### config.mk
export PLATFORM = sky130hd
export DESIGN_NAME = cpu_bus_decode
export DESIGN_NICKNAME = d
export VERILOG_FILES = /design/src/design/bubsys_video_pkg.sv /design/src/design/cpu_bus_decode.sv
export SDC_FILE = /design/constraint.sdc
export NUM_CORES = 1
export LEC_CHECK = 0
export BUFFER_PORTS_ARGS = -buffer_cell sky130_fd_sc_hd__buf_2
export CAP_MARGIN = 20
export CELL_PAD_IN_SITES_DETAIL_PLACEMENT = 1
export CELL_PAD_IN_SITES_GLOBAL_PLACEMENT = 2
export CORE_ASPECT_RATIO = 0.5
export CORE_UTILIZATION = 14
export DETAILED_ROUTE_END_ITERATION = 10
export GPL_ROUTABILITY_DRIVEN = 0
export PLACE_DENSITY = 0.85
export SYNTH_ARGS = -nofsm -noshare
export SYNTH_HDL_FRONTEND = slang
export SYNTH_SLANG_ARGS = --single-unit
### constraint.sdc
create_clock -name vclk -period 1.4
set_input_delay 0.07 -clock vclk [all_inputs]
set_output_delay 0.07 -clock vclk [all_outputs]
set_load 0.03 [all_outputs]
### src/design/bubsys_video_pkg.sv
package bubsys_video_pkg;

    ////////////////////
    // Bus and memory widths
    ////////////////////

    typedef logic [8:0]  hcount_t;       // Pixel counter, 128..511
    typedef logic [8:0]  vcount_t;       // Line counter, 248..511
    typedef logic [14:0] cpu_addr_t;     // 68k word address
    typedef logic [15:0] cpu_data_t;
    typedef logic [7:0]  byte_t;         // One RAM lane
    typedef logic [10:0] scroll_addr_t;  // 2k scroll RAM
    typedef logic [11:0] vram_addr_t;    // 4k tile VRAM

    // Tile attribute fields
    typedef logic [10:0] tile_code_t;    // VRAM1 bits 10:0
    typedef logic [6:0]  tile_color_t;   // VRAM2 bits 6:0
    typedef logic [3:0]  tile_prio_t;    // VRAM1 bits 15:12

    ////////////////////
    // Raster geometry
    ////////////////////

    // 384 pixels per line
    localparam hcount_t H_FIRST     = 9'd128;
    localparam hcount_t H_LAST      = 9'd511;
    localparam hcount_t HBLANK_LAST = 9'd255;  // Blank from H_FIRST up to here

    // 264 lines per frame
    localparam vcount_t V_FIRST     = 9'd248;
    localparam vcount_t V_LAST      = 9'd511;

    // Sync spans, inclusive
    localparam hcount_t HSYNC_FIRST = 9'd144;
    localparam hcount_t HSYNC_LAST  = 9'd175;
    localparam vcount_t VSYNC_FIRST = 9'd248;
    localparam vcount_t VSYNC_LAST  = 9'd255;

    // Undriven bus reads back as pull-ups
    localparam cpu_data_t BUS_IDLE  = 16'hFFFF;

endpackage

### src/design/cpu_bus_decode.sv
module cpu_bus_decode
    import bubsys_video_pkg::*;
(
    input  logic      i_cen6p_n,
    input  logic      i_cpu_slot,
    input  logic      i_vram_slot,

    input  logic      i_VZCS_n,          // Scroll RAM select
    input  logic      i_VCS1_n,          // VRAM1 select
    input  logic      i_VCS2_n,          // VRAM2 select
    input  logic      i_CPU_RW,          // High = read
    input  logic      i_CPU_UDS_n,
    input  logic      i_CPU_LDS_n,

    input  byte_t     i_scroll_q,
    input  cpu_data_t i_vram1_q,
    input  byte_t     i_vram2_q,

    output logic      o_scroll_wr,
    output logic      o_vram1h_wr,
    output logic      o_vram1l_wr,
    output logic      o_vram2l_wr,
    output cpu_data_t o_CPU_DOUT
);

    ////////////////////
    // Write strobes
    ////////////////////

    logic cpu_wr;                        // Write cycle on this pixel enable
    logic scroll_go;
    logic vram_go;

    assign cpu_wr    = ~i_CPU_RW & ~i_cen6p_n;
    assign scroll_go = cpu_wr & i_cpu_slot;
    assign vram_go   = cpu_wr & i_vram_slot;

    // Scroll RAM and VRAM2 only have the lower lane
    assign o_scroll_wr = scroll_go & ~i_VZCS_n & ~i_CPU_LDS_n;
    assign o_vram1h_wr = vram_go   & ~i_VCS1_n & ~i_CPU_UDS_n;
    assign o_vram1l_wr = vram_go   & ~i_VCS1_n & ~i_CPU_LDS_n;
    assign o_vram2l_wr = vram_go   & ~i_VCS2_n & ~i_CPU_LDS_n;

    ////////////////////
    // Read data mux
    ////////////////////

    always_comb
    begin
        case ({i_VZCS_n, i_VCS1_n, i_VCS2_n})
            3'b011:  o_CPU_DOUT = {BUS_IDLE[15:8], i_scroll_q};  // Upper byte floats high
            3'b101:  o_CPU_DOUT = i_vram1_q;
            3'b110:  o_CPU_DOUT = {BUS_IDLE[15:8], i_vram2_q};
            default: o_CPU_DOUT = BUS_IDLE;  // None, or a select clash
        endcase
    end

endmodule

======== Word-level counts from Yosys, hierarchy flattened ========
Cells that the tools add are included.
Widths: inputs -> output; s select.
storage, ports and cells
  register bits after elaboration ......... 0
  output and inout bits ................... 20
  logic and storage cells ................. 21
operators by class
  muxes and demuxes ....................... 1
  bitwise gates (word level) .............. 17
  equality and inequality tests ........... 3
operator list
  cell                number
  $pmux 16 s3         1
  $and 1x1->1         10
  $not 1->1           7
  $eq 3x3->1 const B  2
  $eq 3x2->1 const B  1

======== Logic depth before layout (Yosys ltp) ========
  word-level depth ........................ 5
  mapped depth ............................ 3
  depth with buffers taken out ............ 2

======== Least setup slack after synthesis ========
No wires, ideal clock.
  kind .................................... in2out
  from .................................... in i_VCS1_n
  to ...................................... out o_vram1h_wr
  path slack .............................. 0.099 ns
  arrival time ............................ 1.231 ns
  stages .................................. 2
  required time ........................... 1.330 ns
  buffers on the path ..................... 1
  path through ............................ buf_2 -> nor4_1
between the ends
  longest elaborated chain between the ends .. 3
ends and longest elaborated chain
  item                       line                  RTL
  start: declaration         cpu_bus_decode.sv:9   input logic i_VCS1_n,
  $not 1->1                  cpu_bus_decode.sv:40  assign o_vram1h_wr = vram_go & ~i_VCS1_n & ~i_CPU_UDS_n;
  $and 1x1->1 (2 in series)  cpu_bus_decode.sv:40
  end: declaration           cpu_bus_decode.sv:20  output logic o_vram1h_wr,
No other way between the ends.

======== Final worst setup path ========
  from .................................... in i_VCS2_n
  to ...................................... out o_CPU_DOUT[0]
between the ends
  longest elaborated chain between the ends .. 2
  elaborated cells on any way between the ends .. 4
  classes of those cells .................. 3 x eq/ne; 1 x mux
ends and longest elaborated chain
  item                                             line                  RTL
  start: declaration                               cpu_bus_decode.sv:10  input logic i_VCS2_n,
  $eq 3x3->1 / $eq 3x2->1 (equally long branches)  cpu_bus_decode.sv:50  case ({i_VZCS_n, i_VCS1_n, i_VCS2_n})
  $pmux 16 s3 *                                    cpu_bus_decode.sv:50
  end: declaration                                 cpu_bus_decode.sv:23  output cpu_data_t o_CPU_DOUT
Mark *: on every way between the ends. The rest lies on a longest branch, timed or not.

==> metrics.cfg <==
[synthesis]
yosys_warnings = 0
synth_cells = 54
mappedNetlistArea_um2 = 417
avgSynthCellArea_um2 = 7.72
synthTopCellsByArea = a221oi_2 29%, nor4bb_1 19%, or2_1 12%, inv_1 7.2%, nor2_1 7.2%
yosysTopAreaCell = a221oi_2
synth_cell_types = 13
synth.top_cell.area_share_pct = 28.8
synth_nets = 95
seq_area_frac_synth_pct = 0

[critical_path]
worstPathArrival_ns = 1.13
cp_cell_sequence = buf_2 > and3b_1 > a221oi_2 > buf_2
critical_path_peak_fanout = 8
critPathRequiredTime_ns = 1.33
critPathCaptureType = output pin
crit_path_end = o_CPU_DOUT[0]
start_kind = input port
cp_common_cell = buf_2
cpMaxStageDelayCell = and3b_1
critPathLaunch = i_VCS2_n
path_class = in2out
slowest_delay_ns = 0.34

[timing]
fin_crit_sh_pct = 86.0
slew_viol_final = 0
tightest_slew_ns = 0.490
timing.fmax_ghz = 0.830
finalHoldViolCount = 0
setup_viol = 0
rsz0062_at_grt = false
tns_ns = 0
layout_min_cycle_time_ns = 1.20
maxSlewHeadroom_pct = 67.4

[final_layout]
areaGrowthSynthToFinish_pct = 81.7
n_clock_buffer = 0
n_fill_cell = 369
seq_cells = 0
antenna-diode-count = 0
layout-drive-gt1-share_pct = 64.6
regArea_um2 = 0
nets = 156

[floorplanning]
core_area_mm2 = 0.00270
die_w_um = 79.2
die_area_mm2 = 0.00321
start_util_pct = 15.4
die_h_um = 40.6
boundaryPins = 61
rows = 13

[flow_run]
cap_violations = 0

[pwr]
power_uw = 221
p_leak_nw = 0.390
power-per-cell-area_mw_per_mm2 = 292
vdd_drop_max_mv = 0.0592

[global_routing]
grt_pass1_wl_mm = 2.35
grt_pass1_vias = 532
antenna_found_initial = 0
grt_max_degree = 19
grt_overflow = 0
grtUsageTotal_pct = 9.32

[outcome]
status = completed

[placement]
dp_hpwl_mm = 1.59
io_buffer_count = 61

[detailed_routing]
wl_per_cell_um = 11.8
ant_nets = 0
vias_per_cell = 4.08
wirelength_mm = 1.77
drt-pass1-iter-count = 2
route.detailed.drc = 0
drt-initial-drc-count = 15
num_vias = 612

[cts]
cts-hold-fix-buffers = 0
post_cts_resized = 0
postCtsSetupRepairBufs = 0

[min_path]
hp-class = in2out

-- metal layers --
layer,part of all wire (%),track usage [%],wire [um],vias to the layer above
li1,-,-,-,318
met1,40,10.8,709,286
met2,57,20.9,1010,8
met3,2.9,0.455,52,0
met4,0,0,0,0
met5,0,0,0,-
-- how the worst min path moves through the flow --
stage,start,end,slack [ns],cells after the start
2_1_floorplan,i_CPU_UDS_n,o_vram1h_wr,0.25,1
3_3_place_gp,i_CPU_UDS_n,o_vram1h_wr,0.42,3
3_5_place_dp,i_CPU_UDS_n,o_vram1h_wr,0.42,3
4_1_cts,i_CPU_UDS_n,o_vram1h_wr,0.42,3
5_1_grt,i_CPU_UDS_n,o_vram1h_wr,0.43,3
6_report,i_CPU_UDS_n,o_vram1h_wr,0.42,3
-- through the flow --
step | std cells | setup WS [ns] | hold slack (ns) | utilization (%) | cell area, um2
3_5_place_dp | 150 | 0.184 | 0.421 | 28.0 | 757
3_3_place_gp | 150 | 0.208 | 0.418 | 28.0 | 757
5_1_grt | 150 | 0.142 | 0.427 | 28.0 | 757
6_report | 150 | 0.196 | 0.419 | 28.0 | 757
4_1_cts | 150 | 0.182 | 0.422 | 28.0 | 757
2_1_floorplan | 54 | 0.0993 | 0.254 | - | 417
-- Yosys cell counts --
cell	count
nor2_1	8
nor4bb_1	8
a221oi_2	8
and2_1	2
nand3b_4	1
nor4_1	4
and3b_1	1
nand2b_1	1
buf_4	1
buf_2	3
or2_1	8
buf_6	1
inv_1	8
-- worst max-delay path, delay by kind of cell --
| family | cells | cell delay, ns |
|---|---|---|
| simple gates | 1 | 0.34 |
| compound gates | 1 | 0.33 |
| buf+inv | 2 | 0.39 |
-- placed cells by master (no fill, tap or decap) --
| master | instances |
|---|---|
| buf_2 | 61 |
| nor4_1 | 4 |
| and3b_1 | 1 |
| nor2_1 | 8 |
| a221oi_2 | 8 |
| and2_1 | 2 |
| nand2b_1 | 1 |
| nand3b_4 | 1 |
| buf_4 | 3 |
| inv_1 | 8 |
| nor4bb_1 | 8 |
| or2_1 | 8 |
-- cell type report --
cell class | instances | area, um2 | area share, %
Inverter | 8 | 30.0 | 3.97
Multi-Input combinational cell | 41 | 353 | 46.6
Tap cell | 37 | 46.3 | 6.12
Timing Repair Buffer | 64 | 328 | 43.3
-- cell families (layout without fill, tap and decap cells) --
family / count (synthesis) / count (layout) / share of synthesized area [%]
buffers and inverters: 13 / 72 / 15.3
AO/OA/AOI/OAI: 8 / 8 / 28.8
AND/OR/NAND/NOR: 33 / 33 / 55.9
-- power by group --
group          switching [mW]  internal [mW]  total, mW  leakage [nW]
combinational           0.124         0.0972      0.221         0.390
clock                       0              0          0             0
sequential                  0              0          0             0
total                   0.124         0.0972      0.221         0.390
Note: power is estimated with default switching activity, not from simulation.
