--- config.mk ---
export PLATFORM = sky130hd
export DESIGN_NAME = raster_timing
export DESIGN_NICKNAME = d
export VERILOG_FILES = /design/src/design/bubsys_video_pkg.sv /design/src/design/raster_timing.sv
export SDC_FILE = /design/constraint.sdc
export NUM_CORES = 1
export LEC_CHECK = 0
export BUFFER_PORTS_ARGS = -buffer_cell sky130_fd_sc_hd__buf_2
export CAP_MARGIN = 25
export CORE_UTILIZATION = 55
export CTS_CLUSTER_DIAMETER = 150
export DETAILED_ROUTE_END_ITERATION = 7
export PLACE_DENSITY = 0.83
export SYNTH_ARGS = -nofsm -noshare
export SYNTH_HDL_FRONTEND = slang
export SYNTH_SLANG_ARGS = --single-unit
--- constraint.sdc ---
create_clock -name i_EMU_MCLK -period 3.2 [get_ports i_EMU_MCLK]
set_input_delay 0.32 -clock i_EMU_MCLK [delete_from_list [all_inputs] [get_ports i_EMU_MCLK]]
set_output_delay 0.32 -clock i_EMU_MCLK [all_outputs]
set_load 0.03 [all_outputs]
--- src/design/bubsys_video_pkg.sv ---
package bubsys_video_pkg;

    ////////////////////
    // Bus and memory widths
    ////////////////////

    typedef logic [8:0]  hcount_t;       // Pixel counter, 128..511
    typedef logic [8:0]  vcount_t;       // Line counter, 248..511
    typedef logic [14:0] cpu_addr_t;     // 68k word address
    typedef logic [15:0] cpu_data_t;
    typedef logic [7:0]  byte_t;         // One RAM lane
    typedef logic [10:0] scroll_addr_t;  // 2k scroll RAM
    typedef logic [11:0] vram_addr_t;    // 4k tile VRAM

    // Tile attribute fields
    typedef logic [10:0] tile_code_t;    // VRAM1 bits 10:0
    typedef logic [6:0]  tile_color_t;   // VRAM2 bits 6:0
    typedef logic [3:0]  tile_prio_t;    // VRAM1 bits 15:12

    ////////////////////
    // Raster geometry
    ////////////////////

    // 384 pixels per line
    localparam hcount_t H_FIRST     = 9'd128;
    localparam hcount_t H_LAST      = 9'd511;
    localparam hcount_t HBLANK_LAST = 9'd255;  // Blank from H_FIRST up to here

    // 264 lines per frame
    localparam vcount_t V_FIRST     = 9'd248;
    localparam vcount_t V_LAST      = 9'd511;

    // Sync spans, inclusive
    localparam hcount_t HSYNC_FIRST = 9'd144;
    localparam hcount_t HSYNC_LAST  = 9'd175;
    localparam vcount_t VSYNC_FIRST = 9'd248;
    localparam vcount_t VSYNC_LAST  = 9'd255;

    // Undriven bus reads back as pull-ups
    localparam cpu_data_t BUS_IDLE  = 16'hFFFF;

endpackage

--- src/design/raster_timing.sv ---
module raster_timing
    import bubsys_video_pkg::*;
#(
    parameter int V_ACTIVE_FIRST = 272,  // First visible line
    parameter int V_ACTIVE_LAST  = 495   // Last visible line
)
(
    input  logic    i_EMU_MCLK,
    input  logic    i_rst_n,
    input  logic    i_cen6p_n,           // Pixel enable

    output hcount_t o_hcount,
    output vcount_t o_vcount,

    output logic    o_cpu_slot,          // Scroll RAM belongs to CPU
    output logic    o_vram_slot,         // VRAM belongs to CPU
    output logic    o_fetch_strobe,      // Tile attribute capture point

    output logic    o_VBLANK_n,
    output logic    o_VSYNC_n,
    output logic    o_SYNC_n             // Registered composite sync
);

    ////////////////////
    // Counters
    ////////////////////

    always_ff @(posedge i_EMU_MCLK)
    begin
        if (!i_rst_n)
        begin
            o_hcount <= H_FIRST;
            o_vcount <= V_FIRST;
        end
        else if (!i_cen6p_n)
        begin
            if (o_hcount == H_LAST)
            begin
                o_hcount <= H_FIRST;     // Line wrap, 384 pixels
                if (o_vcount == V_LAST)
                begin
                    o_vcount <= V_FIRST; // Frame wrap, 264 lines
                end
                else
                begin
                    o_vcount <= o_vcount + vcount_t'(1);
                end
            end
            else
            begin
                o_hcount <= o_hcount + hcount_t'(1);
            end
        end
    end

    ////////////////////
    // Blanking and sync
    ////////////////////

    logic hblank;                        // Left part of the line, H_FIRST..HBLANK_LAST
    logic hsync_n;

    assign hblank = (o_hcount <= HBLANK_LAST);

    // Sync pulse sits inside horizontal blank
    assign hsync_n = ~(hblank &&
                       (o_hcount >= HSYNC_FIRST) &&
                       (o_hcount <= HSYNC_LAST));

    assign o_VSYNC_n = ~((o_vcount >= VSYNC_FIRST) && (o_vcount <= VSYNC_LAST));

    // Visible lines only
    assign o_VBLANK_n = (o_vcount >= vcount_t'(V_ACTIVE_FIRST)) &&
                        (o_vcount <= vcount_t'(V_ACTIVE_LAST));

    // Composite sync sampled on pixel 3 of each 8-pixel group
    always_ff @(posedge i_EMU_MCLK)
    begin
        if (!i_rst_n)
        begin
            o_SYNC_n <= 1'b1;
        end
        else if (!i_cen6p_n && (o_hcount[2:0] == 3'd3))
        begin
            o_SYNC_n <= hsync_n & o_VSYNC_n;  // Either sync low pulls it low
        end
    end

    ////////////////////
    // Memory slots
    ////////////////////

    assign o_cpu_slot     = ~o_hcount[0];            // Even pixels
    assign o_vram_slot    = (o_hcount[1:0] == 2'd0); // Pixels 0 and 4
    assign o_fetch_strobe = (o_hcount[1:0] == 2'd3); // Pixels 3 and 7

endmodule

# --- Word level (Yosys, flattened, before mapping) ---
# Cells that the tools add are included.
totals:
  register_bits: 19
op_classes:
  n_lt_le_gt_ge: 7
  n_addsub: 2
  bitwise_logic: 5
  n_eq_ne: 4
  reduce_logical: 8
  muxes: 2
ops:
  columns: ["operator", "n"]
  rows:
  - ["<= comparator 9 x 8 -> 1 bit, second input constant", 3]
  - ["adder 9 x 1 -> 9 bit, second input constant", 2]
  - ["equality test 9 bit, second input constant", 2]
  - [">= comparator 9 x 8 -> 1 bit, second input constant", 2]
  - ["2-to-1 mux 9 bit", 2]
  - [">= comparator 9 bit, second input constant", 1]
  - ["<= comparator 9 bit, second input constant", 1]
  - ["logical AND 1 bit", 5]
  - ["inverter 1 bit", 4]
  - ["equality test 3 x 2 -> 1 bit, second input constant", 1]
  - ["equality test 2 bit, second input constant", 1]
  - ["zero test 2 bit", 1]
  - ["AND reduction 2 bit", 1]
  - ["bitwise AND 1 bit", 1]
  - ["zero test 1 bit", 1]

# --- Logic depth before layout (Yosys ltp) ---
depth:
  ltp_word: 5
  mapped_depth: 9
  depth_no_buf: 8

# --- Worst setup path after synthesis ---
# OpenSTA, ideal clock, no wires.
synth_path:
  path_type: "register to register"
  start: "reg o_hcount[0]"
  end: "reg o_vcount[4]"
  stages_incl_launch_ff: 10
  setup_slack_ns: 0.713
  setup_ns: 0.129
  synth_period_minus_slack_ns: 2.487
  n_path_buf: 1
  arrival_time_ns: 2.357
  cell_sequence: "dfxtp_1 ha_1 nand3_1 nor3_1 ha_1 nor2b_1 clkbuf_1 nand4_1 xor2_1 nand2_1"
synth_between:
  elab_chain_len: 2
synth_rtl:
  columns: ["element", "line", "rtl"]
  rows:
  - ["from (decl)", "raster_timing.sv:12", "output hcount_t o_hcount,"]
  - ["from (signal assigned)", "raster_timing.sv:51", "o_hcount <= o_hcount + hcount_t'(1);"]
  - ["equality test 9 bit", "raster_timing.sv:37", "if (o_hcount == H_LAST)"]
  - ["AND reduction 2 bit (no source line)", null, null]
  - ["to (signal assigned)", "raster_timing.sv:46", "o_vcount <= o_vcount + vcount_t'(1);"]
  - ["to (decl)", "raster_timing.sv:13", "output vcount_t o_vcount,"]
# Every way passes these cells.
# A chain may end at the register's enable or synchronous reset.

# --- Final worst setup path ---
# Same ends and word-level chain as after synthesis.

==> Implementation_results.wiki <==
{| class="wikitable"
! Metric !! Value
|-
| Distinct cells, synth || 30
|-
| Post-synthesis sequential area ratio || a little under two fifths
|-
| Count of pins over their slew limit || 0
|-
| Post-layout power || around 400 uW
|-
| First element of the critical path || o_hcount[0]
|-
| Drc violations || 0
|-
| Count of H-tree levels built during CTS || 1
|-
| Headroom to the max-slew limit || between 60% and 70%
|-
| Most frequent standard cell in the layout excluding fill and tap cells || sky130_fd_sc_hd__buf_2
|-
| Area leader, netlist || sky130_fd_sc_hd__dfxtp_1
|-
| Post-layout net count || roughly 160
|-
| Chip Height || about 45 um
|-
| Antenna violations before repair || 0
|-
| Leakage dissipation || 0.0005257 uW
|-
| Transition time of the tightest slew-check pin || ~0.45 ns
|-
| Total congestion overflow after global routing || 0
|-
| Depth of the worst hold-timing path || 2
|-
| Drt wl/cell || 11.85 um
|-
| Antenna violation net count after detailed routing || 0
|-
| Number of warning messages in the yosys log || 0
|-
| R2R cell count || 8
|-
| Status || finished, final reports clean
|-
| Mapped Nets || around 140
|-
| Routed via count divided by cell count || around 5.3
|-
| Number of instances in the synthesized netlist || 123
|-
| Cts-stage hold buffer count || 0
|-
| Data arrival time of the critical path || around 2.5 ns
|-
| DIE AREA || 2033 um^2
|-
| Total I/O pin count || 27
|-
| First-pass iteration count of the detailed router || 4
|-
| First-pass GRT wire length || ~3500 um
|-
| Clock insertion delay at the later pin of the skew report || around 0.3 ns
|-
| Post-CTS Resized || 0
|-
| Type of the setup path with the least slack || reg -> reg
|-
| Detailed Place HPWL || roughly 1600 um
|-
| Clock tree skew after final layout || 0.003224 ns
|-
| Setup violations, final || 0
|-
| Mapped Area || between 1000 and 1500 um^2
|-
| Count of non-filler cells in the finished layout || about 180
|-
| Synth top area share || 37.25%
|-
| Number of antenna repair diodes || 0
|-
| Number of buffers inserted during clock tree synthesis || 3
|-
| Cell chosen for the clock root || sky130_fd_sc_hd__clkbuf_4
|-
| Pwr/cell area || between 300 and 400 nW/um^2
|-
| Critical path peak fanout || 8
|-
| Setup crit start kind || register
|-
| Placed cells || around 170
|-
| Maximum buffer depth of the clock tree || 2
|-
| Vias in the first global route || roughly 830
|-
| Final sum of negative setup slack || 0 ns
|-
| Starting density of the core || between 50% and 60%
|-
| GRT Resource Usage Total || 24.06%
|-
| Flop and latch count out of synthesis || 19
|-
| CTS tree || built
|-
| Required @ worst endpoint || about 3.4 ns
|-
| Fmax || between 400 and 500 MHz
|-
| Ratio of final minimum period to clock period || between 70% and 80%
|-
| Clock sink count || 19
|-
| Capture instance of the worst register-to-register path || o_vcount[4]
|-
| Hold violation total from the final report || 0
|-
| Hold crit path type || in -> reg
|-
| Number of port buffers || 26
|-
| Time the final worst path needs with I/O delays and setup || ~2.3 ns
|-
| Leading cell types by total area after synthesis || sky130_fd_sc_hd__dfxtp_1 (37%), sky130_fd_sc_hd__ha_1 (11%), sky130_fd_sc_hd__xor2_1 (6.9%)
|-
| Commonest cells after routing, fill and taps aside || sky130_fd_sc_hd__buf_2 (26), sky130_fd_sc_hd__dfxtp_1 (19), sky130_fd_sc_hd__nand2_1 (18)
|-
| Endpoint of the worst setup timing path || o_vcount[4]
|-
| Setup repair after global routing missed its margin || no
|-
| Number of DRC markers in iteration 0 || 12
|-
| Area added between synthesis and finish || 17.28%
|-
| Maximum number of pins on one net before global-route repair || 14
|-
| Die extent in x || between 40 and 50 um
|-
| Number of buffers inserted by post-CTS setup repair || 0
|-
| Final WL || around 2100 um
|-
| Gpl congestion || just over 0.8
|-
| CTS clk-pin slew, worst paths || 0.10 ns
|-
| Fraction of final layout cells with drive strength greater than 1 || between 20% and 30%
|-
| Placeable core region || about 1700 um^2
|-
| Peak supply drop || 0.0002642 V
|-
| Max-capacitance violation count || 0
|-
| Via count || around 900
|-
| Sort of element at the end of the critical path || register
|-
| Placement Rows || 15
|-
| Post-Synthesis Mean Instance Area || ~8.3 um^2
|-
| Launch point of the worst reg-to-reg path || o_hcount[0]
|-
| Register-to-Register Setup Slack || 0.91 ns
|}
==> synth_stat cells <==
master                     instances
sky130_fd_sc_hd__o22ai_1           1
sky130_fd_sc_hd__nand4_1           2
sky130_fd_sc_hd__nand2b_1          2
sky130_fd_sc_hd__nor3b_1           1
sky130_fd_sc_hd__or4_4             1
sky130_fd_sc_hd__ha_1              9
sky130_fd_sc_hd__nor2_1           15
sky130_fd_sc_hd__a41oi_2           1
sky130_fd_sc_hd__nor3_1            5
sky130_fd_sc_hd__a22oi_1           1
sky130_fd_sc_hd__nor2b_1           1
sky130_fd_sc_hd__xor2_1            8
sky130_fd_sc_hd__xnor2_1           5
sky130_fd_sc_hd__or3_1             1
sky130_fd_sc_hd__clkbuf_1          3
sky130_fd_sc_hd__o21bai_1          1
sky130_fd_sc_hd__nand3b_1          1
sky130_fd_sc_hd__and3_1            3
sky130_fd_sc_hd__a211oi_1          1
sky130_fd_sc_hd__a31oi_1           1
sky130_fd_sc_hd__nand3_1           5
sky130_fd_sc_hd__nand2_1          18
sky130_fd_sc_hd__dfxtp_1          19
sky130_fd_sc_hd__nand2_2           1
sky130_fd_sc_hd__a21oi_1           5
sky130_fd_sc_hd__inv_1             8
sky130_fd_sc_hd__and3b_2           1
sky130_fd_sc_hd__or4_1             1
sky130_fd_sc_hd__a221o_1           1
sky130_fd_sc_hd__nor4_1            1
==> stage by stage <==
step	area (um^2)	setup WS (ns)	utilization (%)	hold WS (ns)
floorplan	1021	0.7134	-	0.3918
global placement	1171	1.044	67.83	0.4827
detailed placement	1171	0.9554	67.83	0.4923
CTS	1197	0.9311	69.35	0.2278
global route	1197	0.6696	69.35	0.2315
finish	1197	0.9142	69.35	0.2347
==> flip-flops by register name, summed over array words and instances, names as in the netlist <==
register  flops
o_SYNC_n      1
o_hcount      9
o_vcount      9
==> where the power goes <==
group,internal [uW],switching [uW],leakage (uW),total (uW)
logic,10.7,26.8,0.000357,37.5
registers,239,3.68,0.000154,243
clock network,48.6,72.0,0.0000150,121
==> critical path: stages (launching register included) <==
cell	delay, ns
sky130_fd_sc_hd__dfxtp_1	0.43
sky130_fd_sc_hd__ha_1	0.28
sky130_fd_sc_hd__nand3_1	0.12
sky130_fd_sc_hd__nor3_1	0.28
sky130_fd_sc_hd__ha_1	0.27
sky130_fd_sc_hd__nor2b_1	0.42
sky130_fd_sc_hd__nand4_1	0.17
sky130_fd_sc_hd__xor2_1	0.15
sky130_fd_sc_hd__nand2_1	0.06
==> cell type report <==
| cell class | instances | area (um^2) |
|---|---|---|
| multi-input cells | 93 | 599.3 |
| fillers | 148 | 529.3 |
| flip-flops and latches | 19 | 380.4 |
| repair buffers | 26 | 130.1 |
| well taps | 25 | 31.28 |
| inverters | 8 | 30.03 |
| clock buffers | 4 | 26.28 |
==> layer usage <==
| layer | wire length, um | share of wire [%] | global-route usage [%] | up-vias |
|---|---|---|---|---|
| met5 | 0 | 0 | 0 | - |
| met4 | 42 | 2.0 | 11.52 | 0 |
| met3 | 109 | 5.3 | 3.600 | 5 |
| met2 | 907 | 44 | 33.91 | 28 |
| met1 | 1015 | 49 | 35.57 | 420 |
| li1 | - | - | - | 468 |
==> worst min-delay path by stage <==
| stage | end | startpoint |
|---|---|---|
| 6_report | o_hcount[7] | i_rst_n |
| 5_1_grt | o_hcount[7] | i_rst_n |
| 4_1_cts | o_hcount[7] | i_rst_n |
| 3_5_place_dp | o_SYNC_n | o_SYNC_n |
| 3_3_place_gp | o_SYNC_n | o_SYNC_n |
| 2_1_floorplan | o_hcount[7] | i_rst_n |
==> cells by family after synthesis <==
| logic type | count (synthesis) | synth area share (%) |
|---|---|---|
| AND/OR/NAND/NOR | 59 | 28.06 |
| flip-flops | 19 | 37.25 |
| XOR/XNOR | 13 | 11.15 |
| adder cells (fa/ha/maj) | 9 | 11.03 |
| buffers and inverters | 11 | 4.044 |
| AO/OA/AOI/OAI | 12 | 8.458 |
Power figures use the tool's default switching activity.
