--- config.mk ---
export PLATFORM = sky130hd
export DESIGN_NAME = cen_divider
export DESIGN_NICKNAME = d
export VERILOG_FILES = /design/src/design/cen_divider.sv
export SDC_FILE = /design/constraint.sdc
export NUM_CORES = 1
export LEC_CHECK = 0
export BUFFER_PORTS_ARGS = -buffer_cell sky130_fd_sc_hd__buf_2
export CELL_PAD_IN_SITES_DETAIL_PLACEMENT = 1
export CELL_PAD_IN_SITES_GLOBAL_PLACEMENT = 2
export CORE_AREA = 2 2 39 41
export DETAILED_ROUTE_END_ITERATION = 8
export DIE_AREA = 0 0 41 43
export PLACE_DENSITY_LB_ADDON = 0.1
export SLEW_MARGIN = 25
export SYNTH_ARGS = -nofsm -noshare
export SYNTH_HDL_FRONTEND = slang
export SYNTH_SLANG_ARGS = --single-unit
--- constraint.sdc ---
create_clock -name i_EMU_MCLK -period 1.1 [get_ports i_EMU_MCLK]
set_input_delay 0.165 -clock i_EMU_MCLK [delete_from_list [all_inputs] [get_ports i_EMU_MCLK]]
set_output_delay 0.165 -clock i_EMU_MCLK [all_outputs]
set_load 0.01 [all_outputs]
--- src/design/cen_divider.sv ---
module cen_divider
(
    input  logic i_EMU_MCLK,
    input  logic i_rst_n,
    input  logic i_EMU_CLK18MNCEN_n,     // 18 MHz enable, active low

    output logic o_EMU_CLK9MPCEN_n,
    output logic o_EMU_CLK9MNCEN_n,
    output logic o_EMU_CLK6MPCEN_n,
    output logic o_EMU_CLK6MNCEN_n
);

    ////////////////////
    // Six-step sequencer
    ////////////////////

    logic [2:0] step;                    // 0..5, one step per 18 MHz enable
    logic [3:0] cen_pat;                 // {9P, 9N, 6P, 6N}, low = fire

    always_ff @(posedge i_EMU_MCLK)
    begin
        if (!i_rst_n)
        begin
            step    <= 3'd5;             // First enable after reset lands on step 0
            cen_pat <= 4'b1111;          // All idle
        end
        else if (!i_EMU_CLK18MNCEN_n)
        begin
            if (step == 3'd5)
            begin
                step <= 3'd0;
            end
            else
            begin
                step <= step + 3'd1;
            end

            // 9 MHz alternates P/N, 6 MHz fires once per three steps
            case (step)
                3'd0:    cen_pat <= 4'b0110;
                3'd1:    cen_pat <= 4'b1001;
                3'd2:    cen_pat <= 4'b0111;
                3'd3:    cen_pat <= 4'b1010;
                3'd4:    cen_pat <= 4'b0101;
                3'd5:    cen_pat <= 4'b1011;
                default: cen_pat <= 4'b1111; // Unreachable step
            endcase
        end
    end

    // Pattern only counts in a cycle where 18 MHz fires
    assign o_EMU_CLK9MPCEN_n = cen_pat[3] | i_EMU_CLK18MNCEN_n;
    assign o_EMU_CLK9MNCEN_n = cen_pat[2] | i_EMU_CLK18MNCEN_n;
    assign o_EMU_CLK6MPCEN_n = cen_pat[1] | i_EMU_CLK18MNCEN_n;  // Pixel clock
    assign o_EMU_CLK6MNCEN_n = cen_pat[0] | i_EMU_CLK18MNCEN_n;

endmodule

# Word-level counts from Yosys, hierarchy flattened
# Index checks and enable logic that the tools add are counted.
[word_totals]
input_bits = 3
reg_bits = 7
out_inout_bits = 4
elab_cells = 15
[op_classes]
eq_ne = 5
bitwise = 4
n_mux = 2
reduce_logical = 1
add_sub_neg = 1
[ops]
columns = ["cell", "count"]
rows = [
  ["$pmux W4 S6", 1],
  ["$eq A3 B2 Y1 const B", 2],
  ["$eq A3 B3 Y1 const B", 2],
  ["$or A1 B1 Y1", 4],
  ["$add A3 B1 Y3 const B", 1],
  ["$eq A3 B1 Y1 const B", 1],
  ["$logic_not A3 Y1", 1],
  ["$mux W3", 1],
]

# Logic depth before layout (Yosys ltp)
# Gate-level depths: netlist (run 1).
[depth]
word_depth = 2
depth_mapped = 4
ltp_nobuf = 3

# Worst setup path after synthesis (run 1)
# OpenSTA, ideal clock, no wires.
[synth_timing]
kind = "register to register"
startpoint = "register step[0]"
endpoint = "register step[1]"
synth_period_minus_slack_ps = 842
path_stages_with_launch = 4
required_ps = 984
slack_ps = 258
path_buffers = 0
setup_time_ps = 116
t_arrival_ps = 726
path_cell_list = "dfxtp_1 nand2b_1 mux2i_1 nor2b_1"
[synth_via]
elab_chain_cells = 2
elab_cells_between_ends = 3
classes_between = "add/sub: 1; eq/ne: 1; mux: 1"
[synth_rtl]
columns = ["element", "line", "text"]
rows = [
  ["start, declared", "17", "logic [2:0] step;"],
  ["start signal, assigned", "35", "step <= step + 3'd1;"],
  ["$add A3 B1 Y3 / $eq A3 B3 Y1 (equally long branches)", "35, 29", ""],
  ["$mux W3 (*)", "29", "if (step == 3'd5)"],
]
# Mark *: on every way between the ends. The rest lies on a longest branch, timed or not.
# A chain may end at the register's enable or synchronous reset.

# Worst setup path after layout (run 1)
[layout_timing]
startpoint = "register cen_pat[1]"
endpoint = "output port o_EMU_CLK6MPCEN_n"
[layout_via]
elab_chain_cells = 1
[layout_rtl]
columns = ["element", "line", "text"]
rows = [
  ["start, declared", "18", "logic [3:0] cen_pat;"],
  ["start signal, assigned", "25", "cen_pat <= 4'b1111;"],
  ["start signal, assigned", "40", "3'd0: cen_pat <= 4'b0110;"],
  ["start signal, assigned", "41", "3'd1: cen_pat <= 4'b1001;"],
  ["$or A1 B1 Y1", "54", "assign o_EMU_CLK6MPCEN_n = cen_pat[1] | i_EMU_CLK18MNCEN_n;"],
  ["end, declared", "9", "output logic o_EMU_CLK6MPCEN_n,"],
]
# No other way between the ends.

==> results.sh, run 1 <==
export IMPL_status="finished clean"
export IMPL_groute_usage_overall_pct=9.237
export IMPL_required_ns=0.94
export IMPL_grt_pass1_wl_mm=1.062
export IMPL_fp_dieH_um=43
export IMPL_worst_hold_slack_ns=0.1478
export IMPL_first_global_vias=250
export IMPL_placed_area_um2=361.6
export IMPL_setup_viol=0
export IMPL_cp_start_kind="flip-flop"
export IMPL_syn_area_um2=321.6
export IMPL_layout_min_cycle_time_ns=1.054
export IMPL_r2r_slack_ns=0.14
export IMPL_cts_sinks=7
export IMPL_use_met3_pct=3.141
export IMPL_wl_per_cell_um=10.31
export IMPL_clkLatencyLatePin_ns=0.25
export IMPL_cpMaxStageDelayCell="dfxtp_2"
export IMPL_met1_usage_pct=11.25
export IMPL_timing_rr_end="step[1]"
export IMPL_switchingPower_w=0.0001498
export IMPL_switching_share_pct=24.94
export IMPL_grt_overflow_total=0
export IMPL_max_stage_delay_ns=0.31
export IMPL_drv_cap=0
export IMPL_cts_tree="yes"
export IMPL_cp_arrival_ns=0.89
export IMPL_place_ws_ns=0.1064
export IMPL_syn_nets=39
export IMPL_antenna_cells=0
export IMPL_p_comb_share_pct=12.5
export IMPL_path_class="flip-flop to output port"
export IMPL_synth_avg_cell_area_um2=8.932
export IMPL_drtAntennaViolNets=0
export IMPL_cp_end_kind="output port"
export IMPL_cts_buffers_inserted=3
export IMPL_ys_warn_count=0
export IMPL_fin_worst_skew_ns=0.002991
export IMPL_dp_hpwl_um=465.7
export IMPL_fin_util_pct=28.75
export IMPL_worst_path_buf_inv=1
export IMPL_die_area_mm2=0.001763
export IMPL_drc=0
export IMPL_drive_gt1_share_pct=28.89
export IMPL_areaGrowthSynthToFinish_pct=23.74
export IMPL_grt_max_degree=14
export IMPL_root_buffer="clkbuf_4"
export IMPL_drt_total_wl_um=629
export IMPL_hold_class="primary input to flip-flop"
export IMPL_rsz0062_at_grt="yes"
export IMPL_pwr_share_seq_pct=49.3
export IMPL_hold_start="i_rst_n"
export IMPL_firstDrtPassIters=2
export IMPL_ys_types=17
export IMPL_io_buffers=6
export IMPL_use_met2_pct=12.19
export IMPL_crit_fanout=2
export IMPL_powerDensity_mw_per_mm2=1509
export IMPL_fin_ws_ns=0.04586
export IMPL_vias=261
export IMPL_ys_seq_area_share_pct=43.58
export IMPL_peakVddDrop_v=0.0005232
export IMPL_maxSlewViolCount=0
export IMPL_initial_utilization_pct=23.24
export IMPL_postCtsHoldBufs=0
export IMPL_top_usage_layer="met2"
export IMPL_coreArea_mm2=0.001384
export IMPL_timing_fmax_mhz=948.6
export IMPL_rr_worst_depth=3
export IMPL_cts_max_level=1
export IMPL_layout_nets=49
export IMPL_critPathTopFamily="flip-flops"
export IMPL_min_path_cells=2
export IMPL_tightest_slew_ns=0.2603
export IMPL_viasPerCell=4.279
export IMPL_intPower_w=0.0004508
export IMPL_row_count=14
export IMPL_crit_chain="or2_1 -> buf_2"
export IMPL_rr_startpoint="step[0]"
export IMPL_synthCells=36
export IMPL_drtIter0Drc=3
export IMPL_worstHoldEndpoint="step[0]"
export IMPL_max_slew_margin_pct=82.62
export IMPL_gp_congestion=0.6651
export IMPL_clkTransAtPathRegs_ns=0.05
export IMPL_ys_ff_latch=7
export IMPL_p_leak_nw=0.1434
export IMPL_cts_buffer_depth=2
export IMPL_p_clk_share_pct=38.2
export IMPL_pin_count=7
export IMPL_grt_antenna_before_repair=0
export IMPL_die_x_um=41
export IMPL_fin_area_um2=397.9
export IMPL_hold_violations=0
export IMPL_min_period_over_period_pct=95.83
==> cells in the final DEF, fill, tap and decap left out, drive strengths merged, types with 2 or more instances in the layout <==
master	Yosys	routed
buf	1	7
clkbuf	1	4
dfxtp	7	7
nand2	2	2
nand2b	2	2
nor2b	5	5
nor3	2	2
o21ai	4	4
or2	4	4
xor2	2	2
==> cell type report <==
cell class	instances	area, um^2
clock buffer	4	26.28
multi-input combinational	27	171.4
timing repair buffer	7	37.54
tap	16	20.02
sequential	7	142.6
fill	175	985.9
==> cells in the mapped netlist <==
cell type | n | area (um^2)
dfxtp_1 | 7 | 140.1
nor2b_1 | 5 | 31.28
o21ai_1 | 4 | 20.02
or2_1 | 4 | 25.02
nand2_1 | 2 | 7.510
nand2b_1 | 2 | 12.51
xor2_1 | 2 | 17.52
a211oi_1 | 1 | 7.510
a21oi_1 | 1 | 5.000
buf_2 | 1 | 5.000
clkbuf_2 | 1 | 5.000
mux2i_1 | 1 | 10.01
nor2_1 | 1 | 3.750
nor3_1 | 1 | 5.000
nor3_2 | 1 | 10.01
o211ai_1 | 1 | 7.510
xnor2_1 | 1 | 8.760
==> timing repair <==
action,in CTS,in global routing
endpoints found under the setup margin,0,2
setup buffers,0,1
gates resized for setup,0,2
==> metal layers <==
metal,part of all wire [%],vias to the layer above
met3,5.4,0
li1,-,137
met1,44,118
met4,0,0
met5,0,-
met2,50,6
==> worst register-to-register path, stage by stage, from the launching register on <==
cell	delay (ns)
dfxtp_1	0.44
nand2b_1	0.16
mux2i_1	0.18
nor2b_1	0.06
==> through the flow <==
| step | instances | TNS [ns] | power (W) |
|---|---|---|---|
| final | 61 | 0 | 0.0006005 |
| after detailed placement | 56 | 0 | 0.0003752 |
| after global routing | 61 | -0.01853 | 0.0006561 |
| after global placement | 56 | 0 | 0.0003737 |
| after CTS | 60 | 0 | 0.0006112 |
| after floorplan | 36 | 0 | 0.0003540 |
==> flip-flops by register name, summed over array words and instances (netlist names) <==
register and count:
cen_pat 4, step 3
==> kinds of logic (layout without fill, tap and decap cells) <==
family | after synthesis | count (layout) | share of synthesized area [%]
DFF | 7 | 7 | 43.58
and+or+nand+nor | 16 | 16 | 29.57
muxes | 1 | 1 | 3.113
AOI/OAI and AO/OA | 7 | 7 | 12.45
xor gates and xnor gates | 3 | 3 | 8.173
buffers and inverters | 2 | 11 | 3.110
==> how the worst max path moves through the flow <==
stage	start	endpoint	slack, ns	cells past startpoint
after floorplan	step[0]	step[1]	0.26	3
after global placement	i_EMU_CLK18MNCEN_n	step[1]	0.13	4
after detailed placement	i_EMU_CLK18MNCEN_n	step[1]	0.11	4
after CTS	cen_pat[0]	o_EMU_CLK6MNCEN_n	0.03	2
after global routing	cen_pat[1]	o_EMU_CLK6MPCEN_n	-0.01	2
final	cen_pat[1]	o_EMU_CLK6MPCEN_n	0.05	2
==> power groups by stage <==
stage | Clock (W) | Sequential (W) | Combinational (W)
2_1_floorplan | 0 | 0.000291 | 0.0000633
5_1_grt | 0.000273 | 0.000299 | 0.0000839
3_5_place_dp | 0 | 0.000300 | 0.0000748
4_1_cts | 0.000240 | 0.000295 | 0.0000755
6_report | 0.000230 | 0.000296 | 0.0000751
3_3_place_gp | 0 | 0.000298 | 0.0000755
Power figures use the tool's default switching activity.
==> run 2, diff against run 1 <==
--- a/config.mk
+++ b/config.mk
@@ -5,12 +5,12 @@
 export SDC_FILE = /design/constraint.sdc
 export NUM_CORES = 1
 export LEC_CHECK = 0
+export ABC_AREA = 1
 export BUFFER_PORTS_ARGS = -buffer_cell sky130_fd_sc_hd__buf_2
 export CELL_PAD_IN_SITES_DETAIL_PLACEMENT = 1
 export CELL_PAD_IN_SITES_GLOBAL_PLACEMENT = 2
-export CORE_AREA = 2 2 39 41
+export CORE_UTILIZATION = 25
 export DETAILED_ROUTE_END_ITERATION = 8
-export DIE_AREA = 0 0 41 43
 export PLACE_DENSITY_LB_ADDON = 0.1
 export SLEW_MARGIN = 25
 export SYNTH_ARGS = -nofsm -noshare
==> results.sh, run 2 <==
export IMPL_layout_commonest_cell="nand2_1"
export IMPL_syn_nets=51
export IMPL_async_flop_share_pct=0
export IMPL_dp_hpwl_um=610.5
export IMPL_groute_usage_overall_pct=13.60
export IMPL_regMostFlops="cen_pat"
export IMPL_synth_edff_count=0
export IMPL_rsz0062_at_grt="no"
export IMPL_rr_startpoint="step[1]"
export IMPL_ys_ff_latch=7
export IMPL_fin_setup_tns_ns=0
export IMPL_cpMaxStageDelayCell="dfxtp_1"
export IMPL_wl_per_cell_um=11.13
export IMPL_root_buffer="clkbuf_4"
export IMPL_clkLatencyLatePin_ns=0.25
export IMPL_cts_buffers_inserted=3
export IMPL_drv_cap=0
export IMPL_postCtsHoldBufs=0
export IMPL_syn_area_um2=341.6
export IMPL_setup_viol=0
export IMPL_largest_reg_flops=4
export IMPL_p_leak_nw=0.1813
export IMPL_synthMuxAreaShare_pct=0
export IMPL_rr_worst_depth=5
export IMPL_hold_violations=0
export IMPL_max_slew_margin_pct=80.79
export IMPL_die_area_mm2=0.001518
export IMPL_viasPerCell=4.718
export IMPL_drt_total_wl_um=790
export IMPL_powerDensity_mw_per_mm2=1472
export IMPL_firstDrtPassIters=2
export IMPL_peakVddDrop_v=0.0005181
export IMPL_coreArea_mm2=0.001186
export IMPL_drtAntennaViolNets=0
export IMPL_synthCells=48
export IMPL_most_common_layout_cells="nand2_1, dfxtp_1, buf_2, nand3_1, a21oi_1"
export IMPL_required_ns=0.94
export IMPL_status="finished clean"
export IMPL_cts_max_level=1
export IMPL_synth_avg_cell_area_um2=7.116
export IMPL_synth_main_ff_cell="dfxtp_1"
export IMPL_synth_top_family_by_area="simple AND/OR/NAND/NOR gates"
export IMPL_layout_min_cycle_time_ns=1.063
export IMPL_grt_pass1_wl_mm=1.311
export IMPL_synth_top_area_share_pct=41.03
export IMPL_synth_area_top_cells="dfxtp_1, nand2_1, nand3_1"
export IMPL_die_x_um=38.97
export IMPL_pin_count=7
export IMPL_grt_antenna_before_repair=0
export IMPL_vias=335
export IMPL_crit_chain="or2_1 -> buf_2"
export IMPL_tightest_slew_ns=0.2878
export IMPL_postCtsResizedCells=0
export IMPL_reg_top3="cen_pat x4, step x3"
export IMPL_power_w=0.0005948
export IMPL_startpoint="cen_pat[3]"
export IMPL_cp_end_kind="output port"
export IMPL_synth_common_cells="nand2_1, dfxtp_1, nand3_1, a21oi_1"
export IMPL_first_global_vias=332
export IMPL_synth_xor_area_share_pct=0
export IMPL_crit_fanout=2
export IMPL_ys_seq_area_share_pct=41.03
export IMPL_layout_nets=61
export IMPL_cp_start_kind="flip-flop"
export IMPL_hold_class="primary input to flip-flop"
export IMPL_cp_arrival_ns=0.90
export IMPL_synth_most_common_cell="nand2_1"
export IMPL_r2r_slack_ns=0.22
export IMPL_synthSimpleGateAreaFrac_pct=34.80
export IMPL_min_period_over_period_pct=96.65
export IMPL_path_class="flip-flop to output port"
export IMPL_maxSlewViolCount=0
export IMPL_io_buffers=6
export IMPL_grt_overflow_total=0
export IMPL_max_stage_delay_ns=0.31
export IMPL_fin_util_pct=34.07
export IMPL_cts_sinks=7
export IMPL_yosysTopAreaCell="dfxtp_1"
export IMPL_synth_compound_area_share_pct=12.82
export IMPL_fp_dieH_um=38.97
export IMPL_ys_warn_count=0
export IMPL_grt_max_degree=11
export IMPL_fin_worst_skew_ns=0.0008615
export IMPL_cts_tree="yes"
export IMPL_ys_types=14
export IMPL_areaGrowthSynthToFinish_pct=18.31
export IMPL_initial_utilization_pct=28.80
export IMPL_endpoint="o_EMU_CLK9MPCEN_n"
export IMPL_cts_buffer_depth=2
export IMPL_clkTransAtPathRegs_ns=0.05
export IMPL_synth_fa_ha_area_share_pct=0
export IMPL_drc=0
export IMPL_drtIter0Drc=7
export IMPL_postCtsSetupRepairBufs=0
export IMPL_drive_gt1_share_pct=28.07
export IMPL_timing_rr_end="cen_pat[0]"
export IMPL_row_count=12
export IMPL_timing_fmax_mhz=940.6
export IMPL_gp_congestion=0.6737
export IMPL_antenna_cells=0
==> run 2: cell count changes after synthesis, moves of 3 or more <==
cell	change
a21oi_1	+3
inv_1	+3
nand2_1	+12
nand3_1	+5
nor2b_1	-5
==> run 2: worst min path at each step <==
stage,cells past startpoint,slack (ns),startpoint,end
after CTS,2,0.12,i_rst_n,step[0]
after global routing,2,0.14,i_rst_n,cen_pat[3]
final,2,0.13,i_rst_n,step[0]
after global placement,2,0.38,i_rst_n,cen_pat[3]
after detailed placement,2,0.38,i_rst_n,step[0]
after floorplan,1,0.23,i_rst_n,cen_pat[0]
==> run 2: stage by stage <==
step | cells | worst slack [ns] | hold WS (ns) | cell area, um^2
floorplan | 48 | 0.3133 | 0.2337 | 341.6
global placement | 67 | 0.2328 | 0.3792 | 377.9
detailed placement | 67 | 0.2128 | 0.3842 | 377.9
CTS | 71 | 0.03188 | 0.1221 | 404.1
global route | 71 | 0.006810 | 0.1396 | 404.1
finish | 71 | 0.03685 | 0.1278 | 404.1
==> run 2: routing by layer <==
layer | up-vias | share of wire [%] | track usage (%)
li1 | 172 | - | -
met3 | 2 | 3.0 | 3.468
met5 | - | 0 | 0
met2 | 4 | 49 | 22.08
met1 | 157 | 46 | 14.88
met4 | 0 | 1.3 | 10.34
==> run 2: cell type report <==
class,count,area (um^2)
fill,162,782.0
multi-input combinational,34,162.7
sequential,7,140.1
timing repair buffer,6,30.03
inverter,6,27.53
clock buffer,4,26.28
tap,14,17.52
==> run 2: where the power goes <==
part / internal, W / switching (W) / total (W) / leakage [nW]
Combinational: 0.0000294 / 0.0000490 / 0.0000784 / 0.108
Sequential: 0.000270 / 0.0000155 / 0.000286 / 0.0579
Clock: 0.000138 / 0.0000924 / 0.000231 / 0.0150
==> run 2: cell families after synthesis <==
family | Yosys count
AOI/OAI and AO/OA | 8
buffers and inverters | 7
DFF | 7
and+or+nand+nor | 26
==> run 2: worst max-delay path: cells and delay by family, from the launching register on <==
kind                   cells  cell delay, ns
buffers and inverters      1            0.14
DFF                        1            0.31
and+or+nand+nor            1            0.20
==> run 3, diff against run 2 <==
--- a/config.mk
+++ b/config.mk
@@ -11,7 +11,7 @@
 export CELL_PAD_IN_SITES_GLOBAL_PLACEMENT = 2
 export CORE_UTILIZATION = 25
 export DETAILED_ROUTE_END_ITERATION = 8
-export PLACE_DENSITY_LB_ADDON = 0.1
+export PLACE_DENSITY_LB_ADDON = 0.25
 export SLEW_MARGIN = 25
 export SYNTH_ARGS = -nofsm -noshare
 export SYNTH_HDL_FRONTEND = slang
==> results.sh, run 3 (same netlist as run 2, synthesis figures left out) <==
export IMPL_coreArea_mm2=0.001186
export IMPL_min_period_over_period_pct=95.89
export IMPL_wl_per_cell_um=10.04
export IMPL_fillers=149
export IMPL_io_buffers=6
export IMPL_cp_end_kind="output port"
export IMPL_drtIter0Drc=3
export IMPL_hold_violations=0
export IMPL_die_area_mm2=0.001518
export IMPL_most_common_layout_cells="nand2_1, dfxtp_1, buf_2, nand3_1, a21oi_1"
export IMPL_row_count=12
export IMPL_grt_max_degree=11
export IMPL_peakVddDrop_v=0.0004014
export IMPL_max_stage_delay_ns=0.31
export IMPL_stdcell_count=71
export IMPL_maxSlewViolCount=0
export IMPL_setup_viol=0
export IMPL_crit_chain="or2_1 -> buf_2"
export IMPL_drtAntennaViolNets=0
export IMPL_grt_overflow_total=0
export IMPL_initial_utilization_pct=28.80
export IMPL_postCtsResizedCells=0
export IMPL_hold_class="primary input to flip-flop"
export IMPL_groute_usage_overall_pct=13.02
export IMPL_clkTransAtPathRegs_ns=0.05
export IMPL_drive_gt1_share_pct=28.07
export IMPL_viasPerCell=4.563
export IMPL_timing_fmax_mhz=948.1
export IMPL_gp_congestion=0.7086
export IMPL_crit_fanout=2
export IMPL_grt_antenna_before_repair=0
export IMPL_regMostFlops="cen_pat"
export IMPL_pin_count=7
export IMPL_layout_nets=61
export IMPL_root_buffer="clkbuf_4"
export IMPL_areaGrowthSynthToFinish_pct=18.31
export IMPL_vias=324
export IMPL_antenna_cells=0
export IMPL_path_class="flip-flop to output port"
export IMPL_first_global_vias=326
export IMPL_cts_max_level=1
export IMPL_rsz0062_at_grt="yes"
export IMPL_critPathTopFamily="flip-flops"
export IMPL_cts_buffer_depth=2
export IMPL_fin_worst_skew_ns=0.004602
export IMPL_place_inst=67
export IMPL_required_ns=0.94
export IMPL_cts_tree="yes"
export IMPL_worst_path_buf_inv=1
export IMPL_cp_start_kind="flip-flop"
export IMPL_cts_buffers_inserted=3
export IMPL_clkLatencyLatePin_ns=0.25
export IMPL_status="finished clean"
export IMPL_grt_pass1_wl_mm=1.297
export IMPL_drv_cap=0
export IMPL_cp_arrival_ns=0.89
export IMPL_layout_commonest_cell="nand2_1"
export IMPL_drc=0
export IMPL_firstDrtPassIters=2
export IMPL_reg_top3="cen_pat x4, step x3"
export IMPL_cpMaxStageDelayCell="dfxtp_1"
export IMPL_worst_hold_slack_ns=0.1212
export IMPL_tightest_slew_ns=0.2788
export IMPL_die_x_um=38.97
export IMPL_max_slew_margin_pct=81.39
export IMPL_layout_min_cycle_time_ns=1.055
export IMPL_p_leak_nw=0.1813
export IMPL_dp_hpwl_um=539.6
export IMPL_fp_dieH_um=38.97
export IMPL_powerDensity_mw_per_mm2=1484
export IMPL_largest_reg_flops=4
export IMPL_cts_sinks=7
export IMPL_drt_total_wl_um=713
run 3: power breakdown:
part	internal [W]	switching (W)
clock network	0.000139	0.0000988
logic	0.0000295	0.0000478
registers	0.000270	0.0000147
run 3: area by class of cell:
type	instances	area [um^2]	area share, %
multi-input cells	34	162.7	40.25
flip-flops and latches	7	140.1	34.67
repair buffers	6	30.03	7.430
inverters	6	27.53	6.811
clock buffers	4	26.28	6.502
well taps	14	17.52	4.334
run 3: repair_timing:
item                                    CTS  global route
endpoints found under the setup margin    0             1
hold buffers                              0             0
buffers inserted                          0             0
endpoints found under the hold margin     0             0
run 3: worst paths after layout:
kind / start / endpoint / slack [ns] / depth (start not counted)
worst max-delay path: cen_pat[1] / o_EMU_CLK6MPCEN_n / 0.05 / 2
worst min-delay path: i_rst_n / step[0] / 0.12 / 2
worst max register to register: step[1] / cen_pat[0] / 0.23 / 5
worst min register to register: cen_pat[3] / cen_pat[3] / 0.46 / 2
run 3: per-stage QoR:
| stage | worst slack, ns | util [%] | TNS, ns | total power, W | cell area (um^2) |
|---|---|---|---|---|---|
| floorplan | 0.3133 | - | 0 | 0.0003488 | 341.6 |
| global placement | 0.2321 | 31.86 | 0 | 0.0003660 | 377.9 |
| detailed placement | 0.2225 | 31.86 | 0 | 0.0003685 | 377.9 |
| CTS | 0.03209 | 34.07 | 0 | 0.0006142 | 404.1 |
| global route | -0.004443 | 34.07 | -0.004443 | 0.0006457 | 404.1 |
| finish | 0.04526 | 34.07 | 0 | 0.0005996 | 404.1 |
run 3: routing by layer:
layer / GRT usage (%) / share of wire (%)
met4: 7.759 / 1.4
met1: 14.58 / 48
met3: 3.468 / 7.0
met2: 21.67 / 43
met5: 0 / 0
